===== src/common/grad_defines.svh =====
`ifndef GRAD_DEFINES_SVH
`define GRAD_DEFINES_SVH

// image geometry.
`define IMG_W 256
`define IMG_H 256

// memory address width, one word per pixel.
`define ADDR_W 16

// total pixels in the image.
`define PIX_N 65536

`endif


===== src/common/grad_pkg.sv =====
`include "grad_defines.svh"

package grad_pkg;

    typedef logic [7:0] pixel_t;          // unsigned grayscale.

    typedef logic signed [9:0] coef_t;    // pixel difference, -255..255.

    // gradient memory word, gx in the upper half.
    typedef struct packed {
        coef_t gx;
        coef_t gy;
    } grad_t;

    // pixel with its raster coordinates.
    typedef struct packed {
        pixel_t                    pixel;
        logic [`ADDR_W/2-1:0]      x;
        logic [`ADDR_W/2-1:0]      y;
        logic                      flush;   // padding beat after the image.
    } pix_beat_t;

    // result word and its destination.
    typedef struct packed {
        grad_t                 grad;
        logic [`ADDR_W-1:0]    addr;
    } grad_beat_t;

endpackage


===== src/source/pixel_reader.sv =====
`include "grad_defines.svh"

module pixel_reader (
    input  logic                clk,
    input  logic                reset,
    output logic                img_rd,
    output logic [`ADDR_W-1:0]  img_addr,
    input  grad_pkg::pixel_t    img_di,
    output grad_pkg::pix_beat_t pix_beat,
    output logic                pix_valid
);
    import grad_pkg::*;

    localparam int SLOT_W = `ADDR_W + 1;
    localparam logic [SLOT_W-1:0] LAST_SLOT = SLOT_W'(`PIX_N + `IMG_W - 1);

    logic [SLOT_W-1:0]  slot;         // next slot, image reads then flush.
    logic               finished;
    logic               flush_slot;   // flush slot issued this cycle.
    logic               slot_v_d;
    logic               flush_d;
    logic [`ADDR_W-1:0] addr_d;       // lines up with img_di.
    pix_beat_t          beat_next;

    // one slot per cycle from reset release until the last flush slot.
    always_ff @(posedge clk) begin
        if (reset) begin
            slot       <= '0;
            finished   <= 1'b0;
            img_rd     <= 1'b0;
            flush_slot <= 1'b0;
        end else if (!finished) begin
            img_rd     <= !slot[`ADDR_W];     // below PIX_N.
            flush_slot <= slot[`ADDR_W];
            finished   <= (slot == LAST_SLOT);
            slot       <= slot + 1'b1;
        end else begin
            img_rd     <= 1'b0;
            flush_slot <= 1'b0;
        end
    end

    // flush slots wrap to the first row coordinates.
    always_ff @(posedge clk) begin
        img_addr <= slot[`ADDR_W-1:0];
        addr_d   <= img_addr;
        pix_beat <= beat_next;
    end

    // memory latency stage, then the beat register.
    always_ff @(posedge clk) begin
        if (reset) begin
            slot_v_d  <= 1'b0;
            flush_d   <= 1'b0;
            pix_valid <= 1'b0;
        end else begin
            slot_v_d  <= img_rd | flush_slot;
            flush_d   <= flush_slot;
            pix_valid <= slot_v_d;
        end
    end

    always_comb begin
        beat_next.pixel = flush_d ? '0 : img_di;
        beat_next.x     = addr_d[`ADDR_W/2-1:0];
        beat_next.y     = addr_d[`ADDR_W-1:`ADDR_W/2];
        beat_next.flush = flush_d;
    end

endmodule


===== src/gradient/line_delay.sv =====
`include "grad_defines.svh"

module line_delay (
    input  logic             clk,
    input  logic             reset,
    input  logic             shift,
    input  grad_pkg::pixel_t din,
    output grad_pkg::pixel_t tap_row,
    output grad_pkg::pixel_t tap_row_next
);
    import grad_pkg::*;

    // taps[0] is the newest pixel, taps[IMG_W-1] the oldest.
    pixel_t taps [`IMG_W];

    // one row of history, advanced only on valid beats.
    always_ff @(posedge clk) begin
        if (reset) begin
            for (int i = 0; i < `IMG_W; i++) begin
                taps[i] <= '0;
            end
        end else if (shift) begin
            taps[0] <= din;
            for (int i = 1; i < `IMG_W; i++) begin
                taps[i] <= taps[i-1];
            end
        end
    end

    // with beat n+IMG_W at din, the oldest entry is pixel n.
    assign tap_row      = taps[`IMG_W-1];
    assign tap_row_next = taps[`IMG_W-2];   // pixel n+1, right neighbour.

endmodule


===== src/gradient/gradient_calc.sv =====
`include "grad_defines.svh"

module gradient_calc (
    input  logic                 clk,
    input  logic                 reset,
    input  grad_pkg::pix_beat_t  pix_beat,
    input  logic                 pix_valid,
    output grad_pkg::grad_beat_t grad_beat,
    output logic                 grad_valid
);
    import grad_pkg::*;

    pixel_t up;          // pixel one row above the incoming one.
    pixel_t up_right;    // its right neighbour.
    coef_t  gx;
    coef_t  gy;
    logic   last_col;
    logic   emit;

    // zero-extend both operands so the difference keeps its sign.
    function automatic coef_t pix_diff(input pixel_t a, input pixel_t b);
        return coef_t'({2'b00, a}) - coef_t'({2'b00, b});
    endfunction

    line_delay line_delay_i (
        .clk          (clk),
        .reset        (reset),
        .shift        (pix_valid),
        .din          (pix_beat.pixel),
        .tap_row      (up),
        .tap_row_next (up_right)
    );

    // output column equals the incoming column.
    assign last_col = (pix_beat.x == (`ADDR_W/2)'(`IMG_W - 1));

    assign gx = last_col ? '0 : pix_diff(up_right, up);
    assign gy = pix_beat.flush ? '0 : pix_diff(pix_beat.pixel, up);   // last row.

    // nothing to emit until the second row starts arriving.
    assign emit = pix_valid && (pix_beat.y != '0 || pix_beat.flush);

    always_ff @(posedge clk) begin
        if (reset) begin
            grad_valid <= 1'b0;
        end else begin
            grad_valid <= emit;
        end
    end

    // flush beats wrap to row 0, so one row back lands on the last row.
    always_ff @(posedge clk) begin
        grad_beat.grad.gx <= gx;
        grad_beat.grad.gy <= gy;
        grad_beat.addr    <= {pix_beat.y, pix_beat.x} - `ADDR_W'(`IMG_W);
    end

endmodule


===== src/source/grad_writer.sv =====
`include "grad_defines.svh"

module grad_writer (
    input  logic                 clk,
    input  logic                 reset,
    input  grad_pkg::grad_beat_t grad_beat,
    input  logic                 grad_valid,
    output logic                 grad_wr,
    output logic [`ADDR_W-1:0]   grad_addr,
    output grad_pkg::grad_t      grad_do,
    output logic                 done
);

    logic last_wr;

    // final word of the image going out this cycle.
    assign last_wr = grad_wr && (grad_addr == `ADDR_W'(`PIX_N - 1));

    always_ff @(posedge clk) begin
        if (reset) begin
            grad_wr <= 1'b0;
            done    <= 1'b0;
        end else begin
            grad_wr <= grad_valid;
            done    <= done | last_wr;   // sticky until reset.
        end
    end

    // memory port payload.
    always_ff @(posedge clk) begin
        grad_addr <= grad_beat.addr;
        grad_do   <= grad_beat.grad;
    end

endmodule


===== src/source/image_gradient.sv =====
`include "grad_defines.svh"

module image_gradient (
    input  logic               clk,
    input  logic               reset,
    output logic               img_rd,
    output logic [`ADDR_W-1:0] img_addr,
    input  grad_pkg::pixel_t   img_di,
    output logic               grad_wr,
    output logic [`ADDR_W-1:0] grad_addr,
    output grad_pkg::grad_t    grad_do,
    output logic               done
);
    import grad_pkg::*;

    pix_beat_t  pix_beat;
    logic       pix_valid;
    grad_beat_t grad_beat;
    logic       grad_valid;

    pixel_reader pixel_reader_i (
        .clk       (clk),
        .reset     (reset),
        .img_rd    (img_rd),
        .img_addr  (img_addr),
        .img_di    (img_di),
        .pix_beat  (pix_beat),
        .pix_valid (pix_valid)
    );

    gradient_calc gradient_calc_i (
        .clk        (clk),
        .reset      (reset),
        .pix_beat   (pix_beat),
        .pix_valid  (pix_valid),
        .grad_beat  (grad_beat),
        .grad_valid (grad_valid)
    );

    grad_writer grad_writer_i (
        .clk        (clk),
        .reset      (reset),
        .grad_beat  (grad_beat),
        .grad_valid (grad_valid),
        .grad_wr    (grad_wr),
        .grad_addr  (grad_addr),
        .grad_do    (grad_do),
        .done       (done)
    );

endmodule


===== config.mk =====
export PLATFORM = sky130hd
export DESIGN_NAME = image_gradient
export DESIGN_NICKNAME = d
export VERILOG_FILES = /design/src/common/grad_pkg.sv /design/src/source/pixel_reader.sv /design/src/gradient/line_delay.sv /design/src/gradient/gradient_calc.sv /design/src/source/grad_writer.sv /design/src/source/image_gradient.sv
export VERILOG_INCLUDE_DIRS = /design/src /design/src/common
export SDC_FILE = /design/constraint.sdc
export NUM_CORES = 2
export LEC_CHECK = 0
export BUFFER_PORTS_ARGS = -buffer_cell sky130_fd_sc_hd__buf_2
export CAP_MARGIN = 0
export CORE_ASPECT_RATIO = 1.2
export CORE_MARGIN = 8
export CORE_UTILIZATION = 60
export CTS_BUF_LIST = sky130_fd_sc_hd__clkbuf_16
export CTS_CLUSTER_DIAMETER = 30
export DETAILED_ROUTE_END_ITERATION = 10
export MAX_ROUTING_LAYER = met4
export PLACE_DENSITY = 0.76
export SYNTH_ARGS = -nofsm -noshare
export SYNTH_HDL_FRONTEND = slang
export SYNTH_SLANG_ARGS = --single-unit

===== constraint.sdc =====
create_clock -name clk -period 40.8 [get_ports clk]
set_input_delay 6.12 -clock clk [delete_from_list [all_inputs] [get_ports clk]]
set_output_delay 6.12 -clock clk [all_outputs]
set_load 0.005 [all_outputs]

==> flow_results.xml <==
<?xml version="1.0" encoding="UTF-8"?>
<metrics>
  <group name="grt">
    <metric name="gr-usage-all-layers" unit="">0.168</metric>
    <metric name="grt_first_pass_wirelength" unit="µm">192000</metric>
    <metric name="grt.overflow.total" unit="">0</metric>
    <metric name="antenna_found_initial" unit="">3</metric>
    <metric name="grt_start_max_net_pins" unit="">295</metric>
    <metric name="grt_pass1_vias" unit="">35861</metric>
  </group>
  <group name="sta">
    <metric name="final.setup_skew" unit="ns">0.0491</metric>
    <metric name="final_period_minus_worst_setup_slack" unit="ns">11.00</metric>
    <metric name="finalWorstSetupSlack" unit="ns">29.80</metric>
    <metric name="finalMaxSlewViolations" unit="">0</metric>
    <metric name="relSlewSlack" unit="">0.209</metric>
    <metric name="worstMarginPinSlew" unit="ns">1.19</metric>
    <metric name="period_share" unit="">0.270</metric>
    <metric name="unrepaired_setup_endpoints_after_global_routing" unit="">false</metric>
    <metric name="hold_viol_final" unit="">0</metric>
    <metric name="achievable-frequency" unit="MHz">90.9</metric>
    <metric name="setup_failing_eps_final" unit="">0</metric>
    <metric name="timing.setup.tns" unit="ns">0</metric>
  </group>
  <group name="drt">
    <metric name="drcViolationCount" unit="">0</metric>
    <metric name="firstDrtPassIters" unit="">7</metric>
    <metric name="routedWlPerCell" unit="µm">16.8</metric>
    <metric name="antenna_violating_nets_post_route" unit="">0</metric>
    <metric name="postRouteWirelength" unit="µm">117000</metric>
    <metric name="detailedRoute.firstIterationViolations" unit="">3102</metric>
    <metric name="via_count" unit="">35289</metric>
    <metric name="drt-vias-per-instance" unit="">5.08</metric>
  </group>
  <group name="worst_setup_path">
    <metric name="worst_ep_required_time" unit="ns">41.27</metric>
    <metric name="crit_type" unit="">input port to flop</metric>
    <metric name="rr_worst_depth" unit="">5</metric>
    <metric name="timing.critical_path.to" unit="">gradient_calc_i.line_delay_i.taps[2][403]$_SDFFCE_PP0P_</metric>
    <metric name="critical_path.max_fanout" unit="">206</metric>
    <metric name="reg2reg_to" unit="">gradient_calc_i.line_delay_i.taps[2][403]$_SDFFCE_PP0P_</metric>
    <metric name="crit_path_capture_type" unit="">flop</metric>
    <metric name="worstSetupStartpoint" unit="">reset</metric>
    <metric name="regToRegSetupSlack" unit="ns">35.12</metric>
    <metric name="launch_point_of_the_worst_reg_to_reg_path" unit="">pixel_reader_i.pix_valid$_SDFF_PP0_</metric>
    <metric name="critical_path_arrival" unit="ns">11.47</metric>
    <metric name="worstSetupStartpointType" unit="">input port</metric>
  </group>
  <group name="clocking">
    <metric name="cts_max_path_buffers" unit="">4</metric>
    <metric name="hold_buffer_count_at_cts" unit="">0</metric>
    <metric name="cts_resized" unit="">0</metric>
    <metric name="postCtsSetupRepairBufs" unit="">0</metric>
    <metric name="cts_tree" unit="">done</metric>
    <metric name="clkTransAtPathRegs" unit="ns">0.06</metric>
    <metric name="clk_latency" unit="ns">0.87</metric>
    <metric name="cts-buffers-inserted" unit="">339</metric>
    <metric name="number_of_sinks_on_the_clock_net" unit="">2199</metric>
    <metric name="cts_root_buffer" unit="">clkbuf_16</metric>
    <metric name="htreeDepth" unit="">5</metric>
  </group>
  <group name="placement">
    <metric name="port-buffer-count" unit="">64</metric>
    <metric name="dpl_cell_area" unit="µm²">81700</metric>
    <metric name="place.gp.congestion" unit="">0.749</metric>
    <metric name="dp_hpwl" unit="µm">52400</metric>
    <metric name="post-place-ws" unit="ns">28.84</metric>
  </group>
  <group name="floorplanning">
    <metric name="design.die.area" unit="µm²">145000</metric>
    <metric name="floorplan.die.height" unit="µm">415</metric>
    <metric name="floorplan.initialDensity" unit="">0.604</metric>
    <metric name="dieWidth" unit="µm">349</metric>
    <metric name="num_io_pins" unit="">65</metric>
    <metric name="design.core.area" unit="µm²">132000</metric>
    <metric name="placementRows" unit="">146</metric>
  </group>
  <group name="final_layout">
    <metric name="layout-drive-gt1-share" unit="">0.127</metric>
    <metric name="final_design_area_no_fill" unit="µm²">93000</metric>
    <metric name="flow.area_growth_from_synthesis" unit="%">16.6</metric>
    <metric name="nFillCells" unit="">7572</metric>
    <metric name="fin_nets" unit="">4938</metric>
  </group>
  <group name="yosys">
    <metric name="yosys_warn_count" unit="">0</metric>
    <metric name="ys_seq_area_frac" unit="">0.809</metric>
    <metric name="synthCells" unit="">4701</metric>
    <metric name="post_synthesis_sequential_element_count" unit="">2199</metric>
    <metric name="syn_avg_cell_area" unit="µm²">17.0</metric>
    <metric name="syn-num-nets" unit="">4732</metric>
    <metric name="synth-edff-count" unit="">2048</metric>
    <metric name="synth.cells.most_frequent" unit="">edfxtp_1 (2048), and2_1 (1041), nor2b_1 (1022), clkbuf_1 (164), dfxtp_1 (151)</metric>
    <metric name="synth_top_cells_by_area" unit="">edfxtp_1 (77%), and2_1 (8.2%), nor2b_1 (8.0%)</metric>
    <metric name="portion_of_synthesized_cell_area_occupied_by_the_leading_cell_type" unit="">0.771</metric>
    <metric name="synth_cell_types" unit="">49</metric>
    <metric name="synth_ff_type" unit="">edfxtp_1</metric>
    <metric name="post-synth-top-count-cell" unit="">edfxtp_1</metric>
    <metric name="yosys.area.top_type" unit="">edfxtp_1</metric>
    <metric name="mappedNetlistArea" unit="µm²">79800</metric>
    <metric name="synthArstFlopShare" unit="">0</metric>
  </group>
  <group name="hold_path">
    <metric name="timing.hold.worst.class" unit="">flop to flop</metric>
  </group>
  <group name="power">
    <metric name="power.share.switching" unit="">0.208</metric>
    <metric name="power.ir.vdd_worst" unit="mV">0.0549</metric>
    <metric name="switching_power" unit="W">0.00118</metric>
    <metric name="leakage_power_of_the_design" unit="nW">34.6</metric>
    <metric name="pwr-share-clk" unit="">0.501</metric>
    <metric name="power.density" unit="nW/µm²">60.8</metric>
    <metric name="power_share_of_the_combinational_group" unit="">0.027</metric>
    <metric name="power.internal" unit="W">0.00448</metric>
    <metric name="sequentialPowerShare" unit="">0.472</metric>
  </group>
  <group name="flow_run">
    <metric name="cap_viol_max_count" unit="">0</metric>
  </group>
  <group name="run_status">
    <metric name="outcome" unit="">finished clean</metric>
  </group>
</metrics>
==> kinds of logic after synthesis <==
family / synth area share
xor gates and xnor gates: 0.00241
adders and majority gates: 0.00348
and+or+nand+nor: 0.169
AOI/OAI and AO/OA: 0.00329
muxes: 0.000125
DFF: 0.809
buffers and inverters: 0.0135
==> final cells by class <==
class	count	area [µm²]	area share
inverter	21	78.8	0.000848
clock inverter	258	2670	0.0287
sequential	2199	64500	0.694
tap	1776	2220	0.0239
timing repair buffer	100	663	0.00713
clock buffer	345	8630	0.0928
antenna	3	7.51	0.0000807
multi-input combinational	2246	14200	0.153
==> power by group through the flow <==
| stage | Combinational [W] | Sequential, W | Clock (W) |
|---|---|---|---|
| floorplan | 0.000113 | 0.00282 | 0 |
| detailed placement | 0.000151 | 0.00271 | 0 |
| global route | 0.000168 | 0.00268 | 0.00298 |
| finish | 0.000151 | 0.00267 | 0.00283 |
| global placement | 0.000147 | 0.00271 | 0 |
| CTS | 0.000154 | 0.00267 | 0.00289 |
==> layer usage <==
| metal | global-route usage | part of all wire |
|---|---|---|
| met5 | - | 0 |
| met4 | 0.0555 | 0.022 |
| met3 | 0.0390 | 0.047 |
| met2 | 0.242 | 0.47 |
| met1 | 0.238 | 0.46 |
==> worst max-delay path, cell delays in order <==
cell and delay, ns:
buf_8 0.44, or2_4 0.88, buf_4 0.89, buf_4 0.98
buf_12 0.75, buf_4 1.03
==> cells in the final DEF (no fill, tap or decap), types with 3 or more instances in the layout <==
cell type and count:
bufinv_16 38, inv_8 22, clkinvlp_4 30, nand4_1 10, or3_1 4, inv_1 42, o21ai_0 11, clkinv_8 3
buf_4 31, nor2b_1 1021, buf_12 5, nor2b_4 3, nor3_1 11, inv_6 42, a21oi_1 5, xor2_1 17
nand3_1 4, clkinv_1 38, clkinv_2 38, ha_1 19, clkbuf_16 345, and2_1 1041, nor2_1 39, a211oi_1 5
nor4_1 3, clkinv_4 25, edfxtp_1 2048, nand2_1 11, o31a_1 4, buf_2 63, diode_2 3, xnor2_1 5
dfxtp_1 151, o21a_1 6
==> stage by stage <==
stage	cells	utilization	total power, W	hold WS (ns)
6_report	6948	0.704	0.00565	0.322
5_1_grt	6947	0.704	0.00583	0.325
4_1_cts	6944	0.704	0.00571	0.318
3_5_place_dp	6341	0.618	0.00286	0.312
3_3_place_gp	6341	0.618	0.00286	0.311
2_1_floorplan	4701	-	0.00293	0.310
==> registers in the layout, indices dropped and copies added, names as in the netlist <==
register / cells
grad_writer_i.done: 1
grad_writer_i.grad_addr: 16
grad_writer_i.grad_do: 18
grad_writer_i.grad_wr: 1
gradient_calc_i.grad_beat: 34
gradient_calc_i.grad_valid: 1
gradient_calc_i.line_delay_i.taps: 2048
pixel_reader_i.addr_d: 16
pixel_reader_i.finished: 1
pixel_reader_i.flush_d: 1
pixel_reader_i.flush_slot: 1
pixel_reader_i.img_addr: 16
pixel_reader_i.img_rd: 1
pixel_reader_i.pix_beat: 25
pixel_reader_i.pix_valid: 1
pixel_reader_i.slot: 17
pixel_reader_i.slot_v_d: 1
==> worst min-delay path by stage <==
stage | from | end | slack, ns | cells after the start
2_1_floorplan | gradient_calc_i.grad_beat[0]$_DFF_P_ | grad_writer_i.grad_addr[0]$_DFF_P_ | 0.31 | 0
3_3_place_gp | pixel_reader_i.addr_d[2]$_DFF_P_ | pixel_reader_i.pix_beat[11]$_DFF_P_ | 0.31 | 0
3_5_place_dp | gradient_calc_i.grad_beat[10]$_DFF_P_ | grad_writer_i.grad_addr[10]$_DFF_P_ | 0.31 | 0
4_1_cts | gradient_calc_i.grad_beat[1]$_DFF_P_ | grad_writer_i.grad_addr[1]$_DFF_P_ | 0.32 | 0
5_1_grt | gradient_calc_i.grad_beat[1]$_DFF_P_ | grad_writer_i.grad_addr[1]$_DFF_P_ | 0.33 | 0
6_report | gradient_calc_i.grad_beat[6]$_DFF_P_ | grad_writer_i.grad_addr[6]$_DFF_P_ | 0.32 | 0
(Power assumes the default switching activity.)
